### config.mk
export PLATFORM = sky130hd
export DESIGN_NAME = operand_capture_flat
export DESIGN_NICKNAME = d
export VERILOG_FILES = /design/src/hdl/br_rs_pkg.sv /design/src/hdl/result_bus_if.sv /design/src/hdl/operand_capture.sv /design/src/hdl/wakeup_match.sv /design/src/flat_wrapper.sv
export SDC_FILE = /design/constraint.sdc
export NUM_CORES = 1
export LEC_CHECK = 0
export ABC_CLOCK_PERIOD_IN_PS = 2000
export BUFFER_PORTS_ARGS = -buffer_cell sky130_fd_sc_hd__buf_2
export CAP_MARGIN = 10
export CELL_PAD_IN_SITES_DETAIL_PLACEMENT = 1
export CELL_PAD_IN_SITES_GLOBAL_PLACEMENT = 1
export CORE_AREA = 2 2 198 200
export DETAILED_ROUTE_END_ITERATION = 12
export DIE_AREA = 0 0 200 202
export PLACE_DENSITY = 0.49
export RECOVER_POWER = 50
export REMOVE_ABC_BUFFERS = 1
export SLEW_MARGIN = 20
export SYNTH_ARGS = -nofsm -noshare
export SYNTH_HDL_FRONTEND = slang
export SYNTH_SLANG_ARGS = --single-unit
### constraint.sdc
create_clock -name vclk -period 2
set_input_delay 0.3 -clock vclk [all_inputs]
set_output_delay 0.3 -clock vclk [all_outputs]
set_load 0.005 [all_outputs]
### src/hdl/br_rs_pkg.sv
package br_rs_pkg;

    localparam int XLEN        = 32;
    localparam int TAG_W       = 8;   // physical register tag
    localparam int INST_NUM_W  = 32;
    localparam int QUEUE_DEPTH = 16;  // power of two
    localparam int PTR_W       = $clog2(QUEUE_DEPTH);
    localparam int NUM_SRC     = 3;

    // index into the broadcast array, lowest index wins on a shared tag
    typedef enum logic [1:0] {
        SRC_ALU  = 2'd0,
        SRC_LOAD = 2'd1,
        SRC_LINK = 2'd2
    } result_src_e;

    typedef enum logic [2:0] {
        BEQ  = 3'b000,
        BNE  = 3'b001,
        BLT  = 3'b100,
        BGE  = 3'b101,
        BLTU = 3'b110,
        BGEU = 3'b111
    } br_cond_e;

    typedef struct packed {
        logic             valid;
        logic [TAG_W-1:0] tag;
        logic [XLEN-1:0]  data;
    } result_bcast_t;

    typedef struct packed {
        logic [TAG_W-1:0] tag;
        logic             ready;
        logic [XLEN-1:0]  data;
    } operand_t;

    typedef struct packed {
        logic [INST_NUM_W-1:0] inst_num;
        logic [XLEN-1:0]       pc;
        logic [TAG_W-1:0]      rd;
        logic                  jump;
        logic                  branch;
        br_cond_e              cond;
        logic [XLEN-1:0]       immediate;
        logic                  predicted_taken;
        logic                  btb_hit;
        operand_t              op1;
        operand_t              op2;
    } br_entry_t;

    typedef struct packed {
        logic [INST_NUM_W-1:0] inst_num;
        logic [XLEN-1:0]       pc;
        logic [TAG_W-1:0]      rd;
        logic                  jump;
        logic                  branch;
        br_cond_e              cond;
        logic [XLEN-1:0]       immediate;
        logic                  predicted_taken;
        logic                  btb_hit;
        logic [XLEN-1:0]       op1_data;
        logic [XLEN-1:0]       op2_data;
    } br_issue_t;

endpackage

### src/hdl/result_bus_if.sv
`timescale 1ns/1ps

interface result_bus_if;
    import br_rs_pkg::*;

    // one slot per source, indexed by result_src_e
    result_bcast_t [NUM_SRC-1:0] bcast;

    modport source (
        output bcast
    );

    modport sink (
        input bcast
    );

endinterface

### src/hdl/operand_capture.sv
`timescale 1ns/1ps

module operand_capture (
    input  logic                  dispatch,
    input  br_rs_pkg::br_entry_t  dispatch_in,
    result_bus_if.sink            bus,
    output br_rs_pkg::br_entry_t  entry_out,
    output logic                  dispatch_out
);
    import br_rs_pkg::*;

    logic            op1_hit;
    logic            op2_hit;
    logic [XLEN-1:0] op1_bypass;
    logic [XLEN-1:0] op2_bypass;

    wakeup_match i_op1_match (
        .tag  (dispatch_in.op1.tag),
        .bus  (bus),
        .hit  (op1_hit),
        .data (op1_bypass)
    );

    wakeup_match i_op2_match (
        .tag  (dispatch_in.op2.tag),
        .bus  (bus),
        .hit  (op2_hit),
        .data (op2_bypass)
    );

    // same-cycle bypass, each operand on its own
    always_comb begin
        entry_out = dispatch_in;
        if (!dispatch_in.op1.ready && op1_hit) begin
            entry_out.op1.ready = 1'b1;
            entry_out.op1.data  = op1_bypass;
        end
        if (!dispatch_in.op2.ready && op2_hit) begin
            entry_out.op2.ready = 1'b1;
            entry_out.op2.data  = op2_bypass;
        end
    end

    assign dispatch_out = dispatch;

endmodule

### src/hdl/wakeup_match.sv
`timescale 1ns/1ps

module wakeup_match (
    input  logic [br_rs_pkg::TAG_W-1:0] tag,
    result_bus_if.sink                  bus,
    output logic                        hit,
    output logic [br_rs_pkg::XLEN-1:0]  data
);
    import br_rs_pkg::*;

    logic [NUM_SRC-1:0] match;

    always_comb begin
        for (int i = 0; i < NUM_SRC; i++) begin
            match[i] = bus.bcast[i].valid && (bus.bcast[i].tag == tag);
        end
    end

    // walk from the top so the lowest index ends up selected
    always_comb begin
        data = '0;
        for (int i = NUM_SRC - 1; i >= 0; i--) begin
            if (match[i]) begin
                data = bus.bcast[i].data;
            end
        end
    end

    assign hit = |match;

endmodule

### src/flat_wrapper.sv
// flat-port wrapper written by rule: the top's interface ports become plain ports
module operand_capture_flat import br_rs_pkg::*;
  (dispatch, dispatch_in, entry_out, dispatch_out, bus_bcast);
  result_bus_if bus_i ();
  input  logic dispatch;
  input  br_rs_pkg::br_entry_t dispatch_in;
  output br_rs_pkg::br_entry_t entry_out;
  output logic dispatch_out;
  input wire logic [$bits(bus_i.bcast)-1:0] bus_bcast;
  assign bus_i.bcast = bus_bcast;
  operand_capture u_core (.dispatch(dispatch), .dispatch_in(dispatch_in), .bus(bus_i), .entry_out(entry_out), .dispatch_out(dispatch_out));
endmodule
==> run_results.csv <==
group,metric,value,unit
outcome,status,"finished, violations left",
outcome,violations,"setup timing",
setup_path,critPathKind,"in2out",
setup_path,crit_path_end_kind,"output pin",
global_route,grt-ovfl-total,0,
global_route,antenna_found_initial,0,
final_layout,fin_util,20.3,%
sta,layout_setup_ws,-0.489,ns
yosys,synth_xor_area_share,10.5,%
power_and_ir_drop,leakagePower,3.41,nW
yosys,synth_top_area_share,24.1,%
yosys,ys_seq_area_share,0,%
yosys,ys_warn_count,0,
yosys,synth_mux_area_share,11.8,%
power_and_ir_drop,powerDensity,134,nW/um2
yosys,synth_commonest_cells,"129 x buf_4, 109 x nand2_1, 50 x o21ai_0, 44 x a21oi_1, 44 x clkbuf_1",
drt,drt-total-wl,44200,um
yosys,synth_top_family_by_area,"buffers and inverters",
final_layout,clock_buffers,0,
final_layout,n_fill_cell,4635,
setup_path,crit_chain,"buf_2 -> xnor2_2 -> nand4_1 -> buf_4 -> nor3_4 -> a211oi_4 -> nor2_4 -> buf_8 -> buf_12 -> mux2_4 -> buf_6",
setup_path,max_stage_delay,0.30,ns
final_layout,antenna_cells,0,
floorplanning,ios,511,
drt,drc,0,
setup_path,path_max_fanout,6,
floorplanning,placementRows,72,
cts,cts_hold_buf,0,
drt,firstDrtPassIters,4,
drt,ant_nets,0,
setup_path,cp_data_arrival_time,2.19,ns
yosys,syn-instance-count,649,
setup_path,critPathRequiredTime,1.70,ns
drt,wl_per_cell,31.8,um
sta,maxSlewHeadroom,72.9,%
drt,vias,5860,
final_layout,seq_area,0,um2
yosys,syn_area_per_cell,6.18,um2
setup_path,crit_start,"dispatch_in[38]",
setup_path,critPathSlowestCell,"mux2_4",
final_layout,nets,1192,
yosys,yosysTopAreaCell,"buf_4",
placed_design,post-dp-hpwl,35700,um
yosys,syn-cell-area,4010,um2
setup_path,path_buf_inv,5,
sta,rsz0062_at_grt,"true",
global_route,grt_usage,19.8,%
final_layout,multi_input_comb_area,3710,um2
sta,slew_viol_final,0,
sta,period_share,124,%
sta,worstMarginPinSlew,0.403,ns
floorplanning,start_util,10.5,%
floorplanning,die_h,202,um
yosys,yosysMostFrequentCell,"buf_4",
sta,fmax,402,MHz
yosys,synth_simple_gate_area_share,27.1,%
final_layout,seq_cell_count,0,
placed_design,portBuffers,287,
power_and_ir_drop,power,1.04,mW
drt,viasPerCell,4.21,
global_route,grt_pass1_wl,53700,um
final_layout,syn_to_final_growth,93.4,%
sta,finalHoldViolCount,0,
placed_design,gp_congestion,0.814,
global_route,grt_pass1_vias,5696,
global_route,grt_start_max_net_pins,29,
drt,dr.first_iter.drc_count,200,
power_and_ir_drop,irDropWorstVdd,92.7,uV
sta,period_minus_slack,2.49,ns
floorplanning,fp.dieW,200,um
yosys,synth.area.top_cells,"buf_4 24%, mux2_4 11%, nand2_1 10%",
setup_path,crit_family,"buffers and inverters",
yosys,yosys.area_share.adder,0,%
floorplanning,coreArea,38300,um2
sta,finalSetupViolations,65,
hold_path,min_from,"dispatch_in[138]",
yosys,ys_types,32,
floorplanning,die_area,40400,um2
flow_run,cap_viol_max_count,0,
final_layout,drive_gt1_share,67.2,%
hold_path,worstHoldPathType,"in2out",
yosys,synth_compound_area_share,20.6,%
setup_path,critPathLaunchType,"input pin",
-- cells by family (layout without fill, tap and decap cells) --
logic type | Yosys count | count (layout)
buf+inv | 184 | 408
compound gates | 150 | 150
simple gates | 235 | 235
xor+xnor | 48 | 48
mux | 32 | 32
-- final cells by class --
class | count | share of cell area [%]
inverters | 2 | 0.0967
multi-input cells | 465 | 47.8
well taps | 518 | 8.35
repair buffers | 406 | 43.8
-- placed cells by master (no fill, tap or decap), types with 9 or more instances in the layout --
cell / count
a21oi_1: 44
buf_12: 34
buf_2: 241
buf_4: 55
buf_6: 54
clkbuf_16: 9
mux2_4: 32
nand2_1: 89
nand2_2: 17
nand4_1: 40
nor2_1: 31
nor3_1: 25
o21ai_1: 14
o21ai_2: 43
o22ai_2: 21
xnor2_1: 18
xnor2_2: 18
-- path summary, 6_finish.rpt --
path	cells past startpoint	slack, ns	end
worst min-delay path	0	0.60	entry_out[138]
worst max-delay path	11	-0.49	entry_out[5]
-- timing repair --
action                     in CTS  in global routing
buffers inserted               12                 17
gates cloned                    5                 10
resized for setup             108                223
pin swaps                      18                 83
setup endpoints to repair      66                 66
-- through the flow --
| stage | setup TNS, ns | hold slack (ns) | setup slack, ns | std cells | cell area, um2 |
|---|---|---|---|---|---|
| 6_report | -25.40 | 0.600 | -0.489 | 1391 | 7760 |
| 5_1_grt | -30.04 | 0.600 | -0.578 | 1391 | 7760 |
| 2_1_floorplan | -81.85 | 0.600 | -1.34 | 467 | 2810 |
| 4_1_cts | -26.89 | 0.600 | -0.593 | 1373 | 6600 |
| 3_5_place_dp | -34.43 | 0.600 | -0.645 | 1357 | 5890 |
| 3_3_place_gp | -33.95 | 0.600 | -0.619 | 1357 | 5890 |
-- report_power, final --
group / internal (mW) / leakage [nW] / switching [mW]
clock: 0 / 0 / 0
sequential: 0 / 0 / 0
combinational: 0.563 / 3.41 / 0.478
total: 0.563 / 3.41 / 0.478
-- metal layers --
layer | GRT usage [%] | vias up | share of wire, %
li1 | - | 2588 | -
met1 | 20.0 | 2736 | 34
met2 | 30.4 | 497 | 43
met3 | 18.5 | 31 | 20
met4 | 0.979 | 8 | 1.0
met5 | 9.88 | - | 1.2
No activity file was read; power rests on OpenSTA's default activity.
